$ cat config.mk
export PLATFORM = sky130hd
export DESIGN_NAME = fe_top
export DESIGN_NICKNAME = d
export VERILOG_FILES = /design/src/design/fe_pkg.sv /design/src/design/fe_top.sv /design/src/design/fe_queue_fmt.sv /design/src/design/fe_fetch_ctrl.sv /design/src/design/fe_pc_gen.sv /design/src/design/fe_cmd_decode.sv
export VERILOG_INCLUDE_DIRS = /design/src /design/src/design
export SDC_FILE = /design/constraint.sdc
export NUM_CORES = 1
export LEC_CHECK = 0
export BUFFER_PORTS_ARGS = -buffer_cell sky130_fd_sc_hd__buf_2
export CAP_MARGIN = 20
export CORE_ASPECT_RATIO = 1.2
export CORE_MARGIN = 4
export CORE_UTILIZATION = 25
export CTS_CLUSTER_DIAMETER = 60
export DETAILED_ROUTE_END_ITERATION = 10
export SETUP_SLACK_MARGIN = 0.4
export SYNTH_ARGS = -nofsm -noshare
export SYNTH_HDL_FRONTEND = slang
export SYNTH_HIERARCHICAL = 1
export SYNTH_SLANG_ARGS = --single-unit
$ cat constraint.sdc
create_clock -name clk_i -period 3.6 [get_ports clk_i]
set_clock_uncertainty 0.1 [all_clocks]
set_input_delay 0 -clock clk_i [delete_from_list [all_inputs] [get_ports clk_i]]
set_output_delay 0 -clock clk_i [all_outputs]
set_load 0.03 [all_outputs]
$ cat src/design/fe_params.svh
// Fetch front end parameters
`ifndef FE_PARAMS_SVH
`define FE_PARAMS_SVH

// Virtual fetch address width
`define FE_VADDR_WIDTH 39

// Instruction word width
`define FE_INSTR_WIDTH 32

// Byte distance between sequential fetches
`define FE_PC_STEP 4

`endif
$ cat src/design/fe_pkg.sv
// Fetch front end types
`default_nettype none

`include "fe_params.svh"

package fe_pkg;

  typedef logic [`FE_VADDR_WIDTH-1:0] vaddr_t;
  typedef logic [`FE_INSTR_WIDTH-1:0] instr_t;

  // Back end command opcodes
  typedef enum logic [1:0] {
    e_op_state_reset = 2'd0,
    e_op_pc_redirect = 2'd1,
    e_op_wait        = 2'd2
  } fe_cmd_op_e;

  typedef enum logic [0:0] {
    e_msg_fetch     = 1'b0,
    e_msg_exception = 1'b1
  } fe_msg_type_e;

  typedef enum logic [1:0] {
    e_exc_access_fault = 2'd0,
    e_exc_icache_miss  = 2'd1
  } fe_exc_code_e;

  // Fetch controller states
  typedef enum logic [1:0] {
    e_wait  = 2'd0,
    e_run   = 2'd1,
    e_stall = 2'd2
  } fe_state_e;

endpackage

`default_nettype wire

$ cat src/design/fe_top.sv
// Instruction fetch front end
`timescale 1ns/1ps
`default_nettype none

module fe_top
  import fe_pkg::*;
(
  input  logic         clk_i,
  input  logic         reset_i,
  input  logic         fe_cmd_v_i,
  input  fe_cmd_op_e   fe_cmd_op_i,
  input  vaddr_t       fe_cmd_vaddr_i,
  input  logic         fe_queue_ready_i,
  input  instr_t       imem_data_i,
  input  logic         imem_data_v_i,
  input  logic         imem_fault_i,
  output logic         imem_v_o,
  output vaddr_t       imem_addr_o,
  output logic         fe_queue_v_o,
  output fe_msg_type_e fe_queue_type_o,
  output fe_exc_code_e fe_queue_exc_o,
  output vaddr_t       fe_queue_pc_o,
  output instr_t       fe_queue_instr_o
);

  logic   advance;
  logic   redirect_v;
  vaddr_t resume_pc;
  vaddr_t next_pc;
  vaddr_t fetch_pc;
  logic   cmd_any_v;
  logic   cmd_redirect_v;
  logic   cmd_stall_v;
  logic   fetch_fail;
  logic   v_if2;
  logic   exception_v;

  fe_cmd_decode i_cmd_decode (
    .clk_i          (clk_i),
    .reset_i        (reset_i),
    .fe_cmd_v_i     (fe_cmd_v_i),
    .fe_cmd_op_i    (fe_cmd_op_i),
    .fe_cmd_vaddr_i (fe_cmd_vaddr_i),
    .fetch_pc_i     (fetch_pc),
    .advance_i      (advance),
    .fetch_fail_i   (fetch_fail),
    .cmd_any_o      (cmd_any_v),
    .cmd_redirect_o (cmd_redirect_v),
    .cmd_stall_o    (cmd_stall_v),
    .redirect_v_o   (redirect_v),
    .resume_pc_o    (resume_pc)
  );

  fe_pc_gen i_pc_gen (
    .clk_i        (clk_i),
    .reset_i      (reset_i),
    .advance_i    (advance),
    .redirect_v_i (redirect_v),
    .resume_pc_i  (resume_pc),
    .next_pc_o    (next_pc),
    .fetch_pc_o   (fetch_pc)
  );

  fe_fetch_ctrl i_fetch_ctrl (
    .clk_i              (clk_i),
    .reset_i            (reset_i),
    .cmd_any_i          (cmd_any_v),
    .cmd_redirect_i     (cmd_redirect_v),
    .cmd_stall_i        (cmd_stall_v),
    .exception_v_i      (exception_v),
    .fe_queue_ready_i   (fe_queue_ready_i),
    .imem_data_v_i      (imem_data_v_i),
    .advance_o          (advance),
    .redirect_pending_o (),
    .v_if2_o            (v_if2),
    .fetch_fail_o       (fetch_fail),
    .fe_queue_v_o       (fe_queue_v_o)
  );

  fe_queue_fmt i_queue_fmt (
    .clk_i            (clk_i),
    .reset_i          (reset_i),
    .imem_fault_i     (imem_fault_i),
    .imem_data_v_i    (imem_data_v_i),
    .imem_data_i      (imem_data_i),
    .v_if2_i          (v_if2),
    .fetch_pc_i       (fetch_pc),
    .exception_v_o    (exception_v),
    .fe_queue_type_o  (fe_queue_type_o),
    .fe_queue_exc_o   (fe_queue_exc_o),
    .fe_queue_pc_o    (fe_queue_pc_o),
    .fe_queue_instr_o (fe_queue_instr_o)
  );

  assign imem_v_o    = advance;
  assign imem_addr_o = next_pc;

endmodule

`default_nettype wire

$ cat src/design/fe_queue_fmt.sv
// Fetch queue message former
`timescale 1ns/1ps
`default_nettype none

module fe_queue_fmt
  import fe_pkg::*;
(
  input  logic         clk_i,
  input  logic         reset_i,
  input  logic         imem_fault_i,
  input  logic         imem_data_v_i,
  input  instr_t       imem_data_i,
  input  logic         v_if2_i,
  input  vaddr_t       fetch_pc_i,
  output logic         exception_v_o,
  output fe_msg_type_e fe_queue_type_o,
  output fe_exc_code_e fe_queue_exc_o,
  output vaddr_t       fe_queue_pc_o,
  output instr_t       fe_queue_instr_o
);

  logic         fault_v;
  logic         miss_v;
  fe_msg_type_e type_n;
  fe_exc_code_e exc_n;
  instr_t       instr_n;
  fe_msg_type_e type_r;
  fe_exc_code_e exc_r;
  vaddr_t       pc_r;
  instr_t       instr_r;

  assign fault_v       = v_if2_i & imem_fault_i;
  assign miss_v        = v_if2_i & ~imem_data_v_i;
  assign exception_v_o = fault_v | miss_v;

  // Access fault outranks a miss
  assign exc_n   = imem_fault_i ? e_exc_access_fault : e_exc_icache_miss;
  assign type_n  = exception_v_o ? e_msg_exception : e_msg_fetch;
  assign instr_n = exception_v_o ? '0 : imem_data_i;

  // Last message fields hold while IF2 is empty
  always_ff @(posedge clk_i) begin
    if (reset_i) begin
      type_r <= e_msg_fetch;
      exc_r  <= e_exc_access_fault;
    end else if (v_if2_i) begin
      type_r <= type_n;
      exc_r  <= exc_n;
    end
  end

  always_ff @(posedge clk_i) begin
    if (v_if2_i) begin
      pc_r    <= fetch_pc_i;
      instr_r <= instr_n;
    end
  end

  assign fe_queue_type_o  = v_if2_i ? type_n : type_r;
  assign fe_queue_exc_o   = v_if2_i ? exc_n : exc_r;
  assign fe_queue_pc_o    = v_if2_i ? fetch_pc_i : pc_r;
  assign fe_queue_instr_o = v_if2_i ? instr_n : instr_r;

endmodule

`default_nettype wire

$ cat src/design/fe_fetch_ctrl.sv
// Fetch pipeline controller
`timescale 1ns/1ps
`default_nettype none

module fe_fetch_ctrl
  import fe_pkg::*;
(
  input  logic clk_i,
  input  logic reset_i,
  input  logic cmd_any_i,
  input  logic cmd_redirect_i,
  input  logic cmd_stall_i,
  input  logic exception_v_i,
  input  logic fe_queue_ready_i,
  input  logic imem_data_v_i,
  output logic advance_o,
  output logic redirect_pending_o,
  output logic v_if2_o,
  output logic fetch_fail_o,
  output logic fe_queue_v_o
);

  fe_state_e state_r;
  fe_state_e state_n;
  logic      v_if1;
  logic      v_if2_r;
  logic      stall;
  logic      unstall;
  logic      exception_sent;

  // IF1 is valid whenever an address goes out
  assign v_if1 = advance_o;

  always_ff @(posedge clk_i) begin
    if (reset_i) begin
      v_if2_r <= 1'b0;
    end else begin
      v_if2_r <= v_if1;
    end
  end

  // Any command squashes the word in IF2
  assign v_if2_o      = v_if2_r & ~cmd_any_i;
  assign fe_queue_v_o = v_if2_o & fe_queue_ready_i & (imem_data_v_i | exception_v_i);
  assign fetch_fail_o = v_if2_o & ~fe_queue_v_o;

  assign exception_sent = fe_queue_v_o & exception_v_i;
  assign stall          = fetch_fail_o | cmd_stall_i;
  assign unstall        = fe_queue_ready_i & ~cmd_any_i;

  always_comb begin
    case (state_r)
      e_wait: begin
        state_n = cmd_redirect_i ? e_run : (cmd_stall_i ? e_stall : e_wait);
      end
      e_stall: begin
        state_n = (cmd_redirect_i | unstall) ? e_run : e_stall;
      end
      // Redirect keeps running; exceptions park the pipeline until a command
      e_run: begin
        if (cmd_redirect_i) begin
          state_n = e_run;
        end else if (stall) begin
          state_n = e_stall;
        end else if (exception_sent) begin
          state_n = e_wait;
        end else begin
          state_n = e_run;
        end
      end
      default: state_n = e_wait;
    endcase
  end

  always_ff @(posedge clk_i) begin
    if (reset_i) begin
      state_r <= e_wait;
    end else begin
      state_r <= state_n;
    end
  end

  assign advance_o          = (state_n == e_run);
  assign redirect_pending_o = (state_r == e_stall);

endmodule

`default_nettype wire

$ cat src/design/fe_pc_gen.sv
// Fetch PC generation
`timescale 1ns/1ps
`default_nettype none

`include "fe_params.svh"

module fe_pc_gen
  import fe_pkg::*;
(
  input  logic   clk_i,
  input  logic   reset_i,
  input  logic   advance_i,
  input  logic   redirect_v_i,
  input  vaddr_t resume_pc_i,
  output vaddr_t next_pc_o,
  output vaddr_t fetch_pc_o
);

  // IF1 pc is the address issued this cycle
  vaddr_t pc_if1;
  // IF2 pc belongs to the word coming back from memory
  vaddr_t pc_if2_r;

  assign pc_if1 = redirect_v_i ? resume_pc_i : pc_if2_r + vaddr_t'(`FE_PC_STEP);

  always_ff @(posedge clk_i) begin
    if (reset_i) begin
      pc_if2_r <= '0;
    end else if (advance_i) begin
      pc_if2_r <= pc_if1;
    end
  end

  assign next_pc_o  = pc_if1;
  assign fetch_pc_o = pc_if2_r;

endmodule

`default_nettype wire

$ cat src/design/fe_cmd_decode.sv
// Command decode and resume PC
`timescale 1ns/1ps
`default_nettype none

module fe_cmd_decode
  import fe_pkg::*;
(
  input  logic       clk_i,
  input  logic       reset_i,
  input  logic       fe_cmd_v_i,
  input  fe_cmd_op_e fe_cmd_op_i,
  input  vaddr_t     fe_cmd_vaddr_i,
  input  vaddr_t     fetch_pc_i,
  input  logic       advance_i,
  input  logic       fetch_fail_i,
  output logic       cmd_any_o,
  output logic       cmd_redirect_o,
  output logic       cmd_stall_o,
  output logic       redirect_v_o,
  output vaddr_t     resume_pc_o
);

  logic   state_reset_v;
  logic   wait_v;
  logic   resume_en;
  vaddr_t resume_n;
  vaddr_t resume_r;
  logic   restart_r;

  assign state_reset_v  = fe_cmd_v_i & (fe_cmd_op_i == e_op_state_reset);
  assign wait_v         = fe_cmd_v_i & (fe_cmd_op_i == e_op_wait);
  assign cmd_redirect_o = fe_cmd_v_i & (fe_cmd_op_i == e_op_pc_redirect);
  assign cmd_stall_o    = state_reset_v | wait_v;
  assign cmd_any_o      = cmd_redirect_o | cmd_stall_o;

  // Wait keeps the pc squashed in IF2, so fetch picks up where it left off
  assign resume_n  = (state_reset_v | cmd_redirect_o) ? fe_cmd_vaddr_i : fetch_pc_i;
  assign resume_en = cmd_any_o | fetch_fail_i;

  always_ff @(posedge clk_i) begin
    if (resume_en) begin
      resume_r <= resume_n;
    end
  end

  // Bypass lets a redirect issue its vaddr in the command cycle
  assign resume_pc_o = resume_en ? resume_n : resume_r;

  // First issue after a stall restarts from the resume pc
  always_ff @(posedge clk_i) begin
    if (reset_i) begin
      restart_r <= 1'b0;
    end else if (advance_i) begin
      restart_r <= 1'b0;
    end else if (cmd_stall_o | fetch_fail_i) begin
      restart_r <= 1'b1;
    end
  end

  assign redirect_v_o = cmd_redirect_o | (restart_r & advance_i);

endmodule

`default_nettype wire

==> summary by stage, run 1 <==
Setup path
The kind of cell with the highest combined delay on the critical path is compound AO/OA/AOI/OAI gates. The delay of the slowest cell on the worst path is 0.44 ns. The launching point of the worst reg2reg path is i_fetch_ctrl/v_if2_r. Data on the critical path arrives at its endpoint at 2.96 ns. The flop-to-flop setup slack is 0.68 ns.

Data on the critical path is required at its endpoint by 3.50 ns. Measured in cells, the most critical reg-to-reg path has a length of 10. The end of the critical path is imem_addr_o[33]. The most critical setup path has its startpoint at i_fetch_ctrl/v_if2_r.

STA classifies the critical path endpoint as an output port. The critical path contains buffers and inverters numbering 3 combined. The worst setup path is launched from a flop. Walking the worst path, the cells encountered are nand2b_4, inv_4, and2_1, inv_1, a31oi_2, o22ai_4, a21o_4, or2_2, o311ai_1, buf_2. The start-to-end type of the worst setup path is flop to output port. The number of cells on the critical path is 10. The critical path's slowest cell is sky130_fd_sc_hd__o311ai_1.

The peak fanout along the critical path is 18. The endpoint identified for the worst register-to-register timing path is i_pc_gen/fetch_pc_o[23].

Place
Summing all placed instances gives a cell area of 0.00923 mm^2. The congestion estimate from routability-driven global placement came to 0.848. Input and output buffers added on the ports amount to 193. Before CTS, the worst setup slack after placement is 0.587 ns. Detailed placement ended at an HPWL of 18.3 mm.

Hold path
The path class of the tightest hold or removal check is input pin to flop. The launch instance of the worst min-delay path is fe_cmd_op_i[0].

Timing
The share of the clock period used by the worst path after layout is 85.0%. The summed negative setup slack over all endpoints is 0 ns. The slew at the pin closest to its max-slew limit is 0.886 ns. The relative slew slack is 40.7%. The final critical path time including I/O delays and setup is 3.06 ns. Setup violations remaining at the end of the flow were counted as 0. The number of hold violations in the final report is 0.

Across all hold checks on the routed design, the worst slack comes to 0.0853 ns. Timing would allow up to 327 MHz. The max-slew violation count is 0.

Setup repair after global routing left no endpoint under its margin. Once routing completed, OpenROAD measured the worst setup slack at 0.541 ns.

Floorplanning
In this run the horizontal extent of the chip is 171 um. For this configuration, the core starts out at a cell density of 25.4%. The area enclosed by the die boundary is 0.0349 mm^2. The floorplan step set the die height to 204 um. The number of I/O pins is 194.

The floorplan has 71 rows. The core area is 0.0314 mm^2.

Drt
The met3 layer wire length in the routed design is 1.48 mm. For this block, the routed nets add up to 26.5 mm of wire. The detailed router's first-iteration violation count is 517. In the routed design, unresolved DRC markers number 0. In the detailed route, the total length drawn on met2 is 12.6 mm.

The detailed-router iteration count before antenna repair is 5. The average wire per cell in the routed design is 17.3 um. Once detail routing completed, the nets flagged for antenna violations numbered 0.

The via-per-instance ratio is 4.79. Across all layers, the routed design uses 7336 vias. The highest routed metal layer is met4. For this block, wires on met1 add up to 12.0 mm.

Power and ir drop
The relative contribution of combinational cells to total power is 24.8%. The reported leakage power is 4.49 nW. The share of total power dissipated in the clock network is 35.5%. The worst-case IR drop observed on VDD is 0.312 mV. Net switching is 33.8% of the power. The power share of the sequential group is 39.7%. In this run the power spent charging and discharging nets is 0.00172 W. In this run the power density over the cells is 479 mW/mm^2.

The internal portion of the total power is 0.00337 W.

Finish
The footprint of the multi-input gates is 0.00435 mm^2. The total inserted antenna cells is 0. At the end of the flow the core is filled with cells to 33.8%.

The final design instance area without fill is 0.0106 mm^2. After the last flow step, the layout net total stands at 1199. From synthesis to final layout, the design area changed by 33.0%. In the final layout, the share of cells above drive strength 1 is 31.7%. After filler insertion, the fill cell instance count of the layout stands at 3247.

The sequential cell area is 0.00312 mm^2.

Clock tree
The clock buffer count from CTS is 17. The CTS tree is yes. The clock passes through at most 2 buffers.

The clock latency at the later pin of the worst-skew pair is 0.43 ns. The CTS H-tree depth is 4. The buffer cell driving the clock tree root is sky130_fd_sc_hd__clkbuf_16. After clock tree synthesis, the clock-pin slew on the worst setup and hold paths is 0.07 ns. The clock net sink count is 156. The number of setup buffers added after CTS is 0.

Outcome
The flow ran to the end, and the final reports show no timing, DRC or antenna violations.

Synthesis
The cell count after synthesis is 875. The number of nets in the synthesized netlist is 955. During synthesis, Yosys emitted a total of 6 warnings. The combined area of all synthesized cells is 0.00799 mm^2.

The mean instance size in the synthesized netlist is 9.13 um^2.

GRT
The global router's overall resource usage is 14.5%. The pin count of the biggest net entering global routing is 71. The number of antenna violations at the first check in global routing is 0.

The number of global-route vias before repair was 7162. Summed over all layers, the global routing overflow is 0. The first global-routing pass estimated 39.8 mm of wire.

Flow run
The number of max-cap violations is 0.
[cells in the final DEF (no fill, tap or decap), drive strengths merged, types with 8 or more instances in the layout]
| cell type | count |
|---|---|
| buf | 211 |
| a21oi | 57 |
| nor2 | 45 |
| dlygate4sd3 | 77 |
| mux2i | 43 |
| nand4 | 17 |
| a31oi | 11 |
| clkbuf | 17 |
| xor2 | 13 |
| dfxtp | 156 |
| a32o | 9 |
| xnor2 | 16 |
| mux2 | 42 |
| nor4 | 8 |
| nor3 | 51 |
| and3 | 11 |
| nand2 | 92 |
| a21o | 12 |
| inv | 53 |
| nand3 | 26 |
| o22ai | 35 |
| o21ai | 46 |
[metrics by stage]
| stage | std cells | power [W] |
|---|---|---|
| final | 1533 | 0.00509 |
| after global routing | 1533 | 0.00532 |
| after CTS | 1532 | 0.00514 |
| after detailed placement | 1423 | 0.00325 |
| after global placement | 1423 | 0.00323 |
| after floorplan | 875 | 0.00291 |
[what timing repair did]
| action | 4_1_cts | 5_1_grt |
|---|---|---|
| pin swaps | 0 | 1 |
| cloned | 0 | 1 |
| resized for setup | 1 | 7 |
| hold buffers | 77 | 0 |
| endpoints found under the setup margin | 9 | 13 |
| endpoints found under the hold margin | 88 | 0 |
[sequential cells by signal, summed over array words and instances (netlist names)]
signal,flops
i_cmd_decode/resume_r,39
i_pc_gen/fetch_pc_o,39
i_queue_fmt/pc_r,39
i_queue_fmt/instr_r,32
i_fetch_ctrl/state_r,2
i_queue_fmt/exc_r,2
i_cmd_decode/restart_r,1
i_fetch_ctrl/v_if2_r,1
i_queue_fmt/type_r,1
[layout make-up]
| type | instances | share of cell area [%] |
|---|---|---|
| multi-input combinational | 610 | 40.9 |
| timing repair buffer | 288 | 17.8 |
| tap | 401 | 4.72 |
| sequential | 156 | 29.4 |
| clock inverter | 15 | 1.45 |
| inverter | 46 | 1.68 |
| clock buffer | 17 | 4.01 |
[tightest hold or removal path, cell delays in order]
cell and delay [ns]:
sky130_fd_sc_hd__buf_2 0.12, sky130_fd_sc_hd__and2b_1 0.23, sky130_fd_sc_hd__nor3_1 0.14, sky130_fd_sc_hd__nor3_1 0.06
[power by group through the flow]
stage | clock [W] | combinational [W] | sequential, W
floorplan | 0 | 0.000883 | 0.00203
global placement | 0 | 0.00118 | 0.00205
detailed placement | 0 | 0.00119 | 0.00206
CTS | 0.00186 | 0.00126 | 0.00202
global route | 0.00192 | 0.00136 | 0.00204
finish | 0.00180 | 0.00126 | 0.00202
[worst min-delay path by stage]
| stage | cells after the start | endpoint |
|---|---|---|
| floorplan | 1 | i_queue_fmt/type_r |
| global placement | 3 | i_queue_fmt/instr_r[18] |
| detailed placement | 3 | i_queue_fmt/instr_r[5] |
| CTS | 4 | i_fetch_ctrl/state_r[1] |
| global route | 4 | i_cmd_decode/restart_r |
| finish | 4 | i_cmd_decode/restart_r |
[per-layer routing]
layer / vias up / track usage (%)
met3: 28 / 2.94
met2: 237 / 24.1
li1: 3624 / -
met5: - / 0
met1: 3447 / 19.2
met4: 0 / 3.91
No activity file was read; power rests on OpenSTA's default activity.
==> inputs of run 2 (changes only) <==
clock period = 2.5 ns   (was 3.6 ns; I/O delays follow)
==> summary by stage, run 2 (synthesis gave the netlist of run 1 again) <==
Drt
The detail route stage leaves a number of antenna-violating nets equal to 0. After detailed routing, the number of vias per cell comes to 4.99. Summing over every cut layer, the via total after detailed routing is 8286.

After detailed routing, the total wire length is 32.1 mm. The number of DRC violations after detailed routing is 0. For this run, the detailed router's first-pass iteration total came to 5. The detailed router's first-iteration violation count is 591. After detailed routing, the average wire length per cell comes to 19.3 um.

Setup path
By startpoint and endpoint, the worst setup path is classified as flop to output port. The required arrival time at the worst endpoint is 2.40 ns. The largest individual stage delay along the critical path comes from the cell sky130_fd_sc_hd__mux2_2. Traced cell by cell, the critical path runs through nand2b_4, inv_4, and2_4, inv_2, a31oi_4, o22ai_4, a21o_4, buf_4, buf_16, mux2_2, buf_4. The peak fanout along the critical path is 6. Counting stages on the worst path, the most repeated cell is sky130_fd_sc_hd__buf_4. The arrival time of the worst setup path is 2.41 ns. The largest single stage delay on the critical path is 0.34 ns.

The endpoint type of the worst setup path is an output port. The number of buffers and inverters on the critical path is 5. Among cell families on the critical path, the largest total delay comes from buffers and inverters. The critical path launch point type is a flop.

Clock tree
The buffer cell driving the clock tree root is sky130_fd_sc_hd__clkbuf_16. For the worst-skew pair, the clock arrives at the later sink with an insertion delay of 0.44 ns. The CTS tree is yes. The clock buffer count from CTS is 17.

No sink is reached through more buffers than the 2 on the longest clock path. The CTS H-tree depth is 4. Clock-pin slew was measured on the worst setup and hold paths at 0.07 ns. Counting every sink on the clock net gives 156.

Finish
The area overhead of the layout relative to synthesis is 67.1%. The total inserted antenna cells is 0. In the final layout, the share of cells above drive strength 1 is 50.3%. The sequential cell area is 0.00316 mm^2.

Leaving out fill and tap cells, the most frequent cell in the layout is sky130_fd_sc_hd__buf_2. The finished layout holds 1660 standard cells, fillers aside. The library cells used most frequently in the layout, excluding fill and tap cells, are 152 x sky130_fd_sc_hd__buf_2, 138 x sky130_fd_sc_hd__dfxtp_1, 108 x sky130_fd_sc_hd__buf_4. The footprint of the multi-input gates is 0.00542 mm^2. The number of nets in the layout is 1326. Fill cells in the final layout number 2979.

GRT
The number of antenna violations at the first check in global routing is 0. The number of global-route vias before repair is 8284. The first-pass GRT wire length is 47.0 mm. For this run the aggregate overflow at the end of global routing stands at 0. The global router's overall resource usage is 17.2%.

The pin count of the biggest net entering global routing is 56.

Floorplanning
Row generation in the floorplan step produced 71 rows. The number of I/O pins is 194. The initial utilization of the core area, before any placement, comes to 25.4%.

The area enclosed by the die boundary is 0.0349 mm^2. The chip width is 171 um. The die is 204 um tall. In this run the standard cell core region covers 0.0314 mm^2.

Outcome
The checks that failed: negative setup slack. The run finished, with violations left.

Timing
The final setup violation count is 2. Setup repair after global routing could not meet its margin everywhere. The share of the clock period used by the worst path after layout is 100%.

The final critical path time including I/O delays and setup is 2.51 ns. The number of hold violations in the final report was 0. The slew at the pin closest to its max-slew limit is 0.790 ns. The top achievable clock speed is 399 MHz.

The relative slew slack is 47.4%. The worst path setup slack after routing is -0.00784 ns. The max-slew violation count is 0.

Hold path
The min-delay analysis places its worst path in the category input pin to flop.

Flow run
The number of max-cap violations is 0.

Power and ir drop
The largest voltage drop on the vdd net is 0.409 mV. The design draws 0.00792 W. The areal power density over the cells is 594 mW/mm^2.

In this run the static leakage power is 5.61 nW.

Place
Counting tap cells, the placed design contains a total of 1468 instances. At the end of routability-driven placement, the weighted congestion stood at 0.855. The half-perimeter wire length after detailed placement is 18.8 mm. The number of buffers added on ports is 193.

The setup slack at placement is 0.0790 ns.
[run 2: changes by cell type in the layout (fill, tap and decap cells not counted), sizes merged, moves of 2 or more]
cell,previous run,this run
clkbuf,17,23
bufbuf,0,2
clkinvlp,1,5
inv,53,48
buf,211,329
[run 2: layer usage]
metal / up-vias / global-route usage (%) / wire length, um
met5: - / 0 / 0
met4: 0 / 5.46 / 621
met3: 48 / 3.04 / 1920
met2: 331 / 29.5 / 16100
met1: 4018 / 21.8 / 13500
li1: 3889 / - / -
[run 2: area by class of cell]
type	count	area share, %
multi-input combinational	611	40.6
timing repair buffer	414	26.5
sequential	156	23.7
tap	401	3.76
clock buffer	18	3.29
inverter	46	1.36
clock inverter	14	0.853
[run 2: repair_timing]
item	CTS	global route
gates resized for setup	152	159
hold buffers	78	0
cloned	10	6
setup endpoints to repair	149	107
setup buffers	28	38
endpoints found under the hold margin	85	0
pin swaps	17	47
[run 2: worst reg2reg max path: stages, from the launching register on]
cell	delay [ns]
sky130_fd_sc_hd__dfxtp_2	0.33
sky130_fd_sc_hd__nand2b_4	0.08
sky130_fd_sc_hd__inv_4	0.03
sky130_fd_sc_hd__and2_4	0.14
sky130_fd_sc_hd__inv_2	0.06
sky130_fd_sc_hd__a31oi_4	0.09
sky130_fd_sc_hd__o22ai_4	0.22
sky130_fd_sc_hd__buf_4	0.16
sky130_fd_sc_hd__buf_6	0.11
sky130_fd_sc_hd__buf_12	0.13
sky130_fd_sc_hd__clkinvlp_4	0.16
sky130_fd_sc_hd__buf_12	0.19
sky130_fd_sc_hd__a22o_1	0.22
sky130_fd_sc_hd__a22o_1	0.23
[run 2: worst paths after layout]
check                              start                      end  slack [ns]  cells after the start
hold / removal                fe_cmd_v_i     i_fetch_ctrl/v_if2_r        0.05                      5
setup reg to reg    i_fetch_ctrl/v_if2_r  i_pc_gen/fetch_pc_o[29]        0.16                     13
setup / recovery    i_fetch_ctrl/v_if2_r           imem_addr_o[3]      -0.008                     11
hold reg to reg   i_queue_fmt/instr_r[0]   i_queue_fmt/instr_r[0]        0.37                      2
[run 2: stage by stage]
stage          setup TNS [ns]  hold WS (ns)  cell area [um^2]  utilization (%)
6_report             -0.00989        0.0489             13300             42.4
5_1_grt                -0.796        0.0373             13300             42.4
4_1_cts                -0.617        0.0197             12400             39.4
3_5_place_dp                0         0.171             10000             31.8
3_3_place_gp                0         0.162             10000             31.8
2_1_floorplan          -0.624       -0.0354              8490                -
[run 2: power by group]
part	internal [W]	total (W)	switching [W]
clock network	0.00131	0.00251	0.00119
registers	0.00278	0.00289	0.000111
logic	0.00106	0.00252	0.00146
total	0.00516	0.00792	0.00276
==> inputs of run 3 (changes only) <==
GPL_TIMING_DRIVEN = 0   (was unset)
PLACE_DENSITY = 0.56   (was unset)
==> summary by stage, run 3 (synthesis gave the netlist of run 1 again) <==
Setup path
In this run the worst path has a maximum fanout of 6. The kind of cell with the highest combined delay along the critical path is buffers and inverters. The start-to-end type of the worst setup path is flop to output port.

The critical path contains buffers and inverters numbering 9 combined. The critical path runs through a total of 16 cells. The endpoint type of the worst setup path is an output port. STA classifies the critical path startpoint as a flop. The delay of the slowest cell on the worst path is 0.34 ns. For the worst setup path, the data arrival time is 2.72 ns. The signal on the critical path passes through nand2b_4, inv_4, buf_8, buf_8, and2_4, inv_2, a31oi_4, o22ai_4, a21o_1, buf_8, inv_2, buf_8, clkbuf_16, nand4_1, nand3_4, buf_6. In this design, the critical path's most frequently occurring cell is sky130_fd_sc_hd__buf_8.

STA puts the critical path data required time at 2.40 ns. The depth of the worst register-to-register path is 18. The flop-to-flop setup slack is -0.21 ns. The largest individual stage delay along the critical path comes from the cell sky130_fd_sc_hd__dfxtp_2.

Flow run
The number of max-cap violations is 0.

Outcome
The flow ran to the end, but the final reports show violations. The checks that failed: negative setup slack.

Drt
The final layout contains routed wiring with a total length of 32.3 mm. The first TritonRoute pass finished after 5 iterations. The final route contains 8257 vias. The detailed router's first-iteration violation count is 577. The average wire per cell in the routed design is 19.5 um. The count of nets left with antenna violations once routing finished came out at 0. In the routed design, unresolved DRC markers number 0.

In the routed layout, each cell is associated on average with a via count of 4.98.

Finish
The final layout contains 1323 nets. After filler insertion, the fill cell instance count of the layout stands at 3034. The fraction of layout instances using a drive strength above 1 is 47.8%. The library cells used most frequently in the layout, excluding fill and tap cells, are 155 x sky130_fd_sc_hd__buf_2, 153 x sky130_fd_sc_hd__dfxtp_1, 78 x sky130_fd_sc_hd__dlygate4sd3_1. Summing all non-filler instances in the final layout gives an area of 0.0133 mm^2. Relative to the synthesized area, the layout overhead comes to 66.4%.

Leaving out fill and tap cells, the most frequent cell in the layout is sky130_fd_sc_hd__buf_2.

Power and ir drop
The reported leakage power is 5.76 nW. IR analysis of the VDD net gives a maximum drop of 0.502 mV. Combinational cells account for 31.4% of the total power.

The internal power is 0.00527 W. Summed over all nets, the switching power comes to 0.00280 W. The clock network burns 32.5% of the power. Of the total power, the share spent switching nets is 34.6%. The power share of the sequential group is 36.1%. For this design the ratio of total power to cell area is 607 mW/mm^2.

Clock tree
The clock passes through at most 2 buffers. The number of clock buffers added by TritonCTS is 17. Counting every sink on the clock net gives 156. CTS placed an instance of sky130_fd_sc_hd__clkbuf_16 at the clock tree root.

The H-tree was split into 4 levels. The clock reaches the later pin of the worst-skew pair after 0.44 ns. The clock edge transition at the registers on the reported setup and hold paths is 0.07 ns.

TritonCTS built the clock tree.

Place
The placed standard-cell area is 0.00995 mm^2. The global placer's final weighted congestion is 0.877. Detailed placement finished with a half-perimeter wire length of 22.0 mm. The count of buffers added on input and output ports is 193.

Floorplanning
Once the floorplan was initialized, standard cells occupied 25.4% of the core. The region available for standard cell placement spans 0.0314 mm^2. The initialized floorplan defines 71 standard-cell rows. The die covers 0.0349 mm^2. The number of I/O pins is 194. Measured along the x axis, the die boundary spans 171 um. The die height is 204 um.

Timing
Setup repair after global routing could not meet its margin everywhere. The slew at the pin closest to its max-slew limit is 0.748 ns. The max-slew violation count is 0. Of the available clock period, the critical path in the final layout requires 113%.

The relative slew slack is 50.1%. Hold timing on the final database bottoms out at a slack of 0.000549 ns. The top achievable clock speed is 354 MHz.

The worst path setup slack after routing is -0.324 ns. The smallest clock period supported by the final layout is computed as 2.82 ns. Setup violations remaining at the end of the flow were counted as 55. The number of hold violations in the final report is 0.

Hold path
The count of cells along the worst hold path is 4. The type of the tightest min-delay check is input pin to flop.

GRT
For met2 alone, demand over resource in global routing was 30.5%. In the global route stage, overall resource usage came out at 17.4%. The global-route congestion overflow total is 0. The first global-routing pass estimated 47.4 mm of wire. The number of antenna violations at the first check in global routing came to 1.

In the global route stage, met3 resource usage came out at 3.56%. The busiest metal layer after global routing is met2. The pin count of the biggest net entering global routing is 17.

The global-route track usage on met1 is 21.2%. The number of global-route vias before repair came to 8293.
## run 3: worst reg2reg max path: cells and delay by family, from the launching register on
kind	cells	cell delay (ns)
buffers and inverters	9	1.01
DFF	1	0.34
and+or+nand+nor	4	0.47
AOI/OAI and AO/OA	5	0.72
## run 3: per-layer routing
layer	up-vias	share of wire [%]
met2	309	49
met1	4007	41
li1	3875	-
met4	0	2.9
met3	66	6.5
met5	-	0
## run 3: power groups by stage
| stage | clock network, W | registers (W) | logic (W) |
|---|---|---|---|
| CTS | 0.00269 | 0.00291 | 0.00231 |
| finish | 0.00262 | 0.00291 | 0.00254 |
| floorplan | 0 | 0.00293 | 0.00137 |
| global placement | 0 | 0.00296 | 0.00189 |
| detailed placement | 0 | 0.00296 | 0.00191 |
| global route | 0.00278 | 0.00295 | 0.00267 |
## run 3: cell type report
class,count,area (um^2),area share [%]
Antenna cell,1,2.50,0.0188
Buffer,64,762,5.73
Clock buffer,17,425,3.20
Clock inverter,15,154,1.16
Inverter,46,179,1.35
Multi-Input combinational cell,609,5340,40.2
Sequential cell,156,3130,23.5
Tap cell,401,502,3.77
Timing Repair Buffer,349,2800,21.1
## run 3: worst paths after layout
check                                           from                       to
worst max register to register  i_fetch_ctrl/v_if2_r  i_pc_gen/fetch_pc_o[34]
worst min-delay path                  fe_cmd_op_i[0]  i_fetch_ctrl/state_r[1]
worst max-delay path            i_fetch_ctrl/v_if2_r          imem_addr_o[37]
worst min register to register  i_queue_fmt/pc_r[36]     i_queue_fmt/pc_r[36]
## run 3: what timing repair did
action                                  4_1_cts  5_1_grt
pin swaps                                    34       45
hold endpoints to repair                     78        0
setup buffers                                39       30
endpoints found under the setup margin      119      118
hold buffers                                 78        0
gates resized for setup                     212      145
cloned                                        5        4
## run 3: per-stage QoR
step	setup slack [ns]	cells	power (W)	util, %	setup TNS [ns]
global placement	-0.704	1469	0.00485	31.7	-46.84
detailed placement	-0.762	1469	0.00487	31.7	-50.13
global route	-0.407	1657	0.00840	42.3	-15.53
finish	-0.324	1658	0.00807	42.3	-9.90
CTS	-0.420	1623	0.00791	39.6	-13.30
floorplan	-0.0619	875	0.00430	-	-0.624
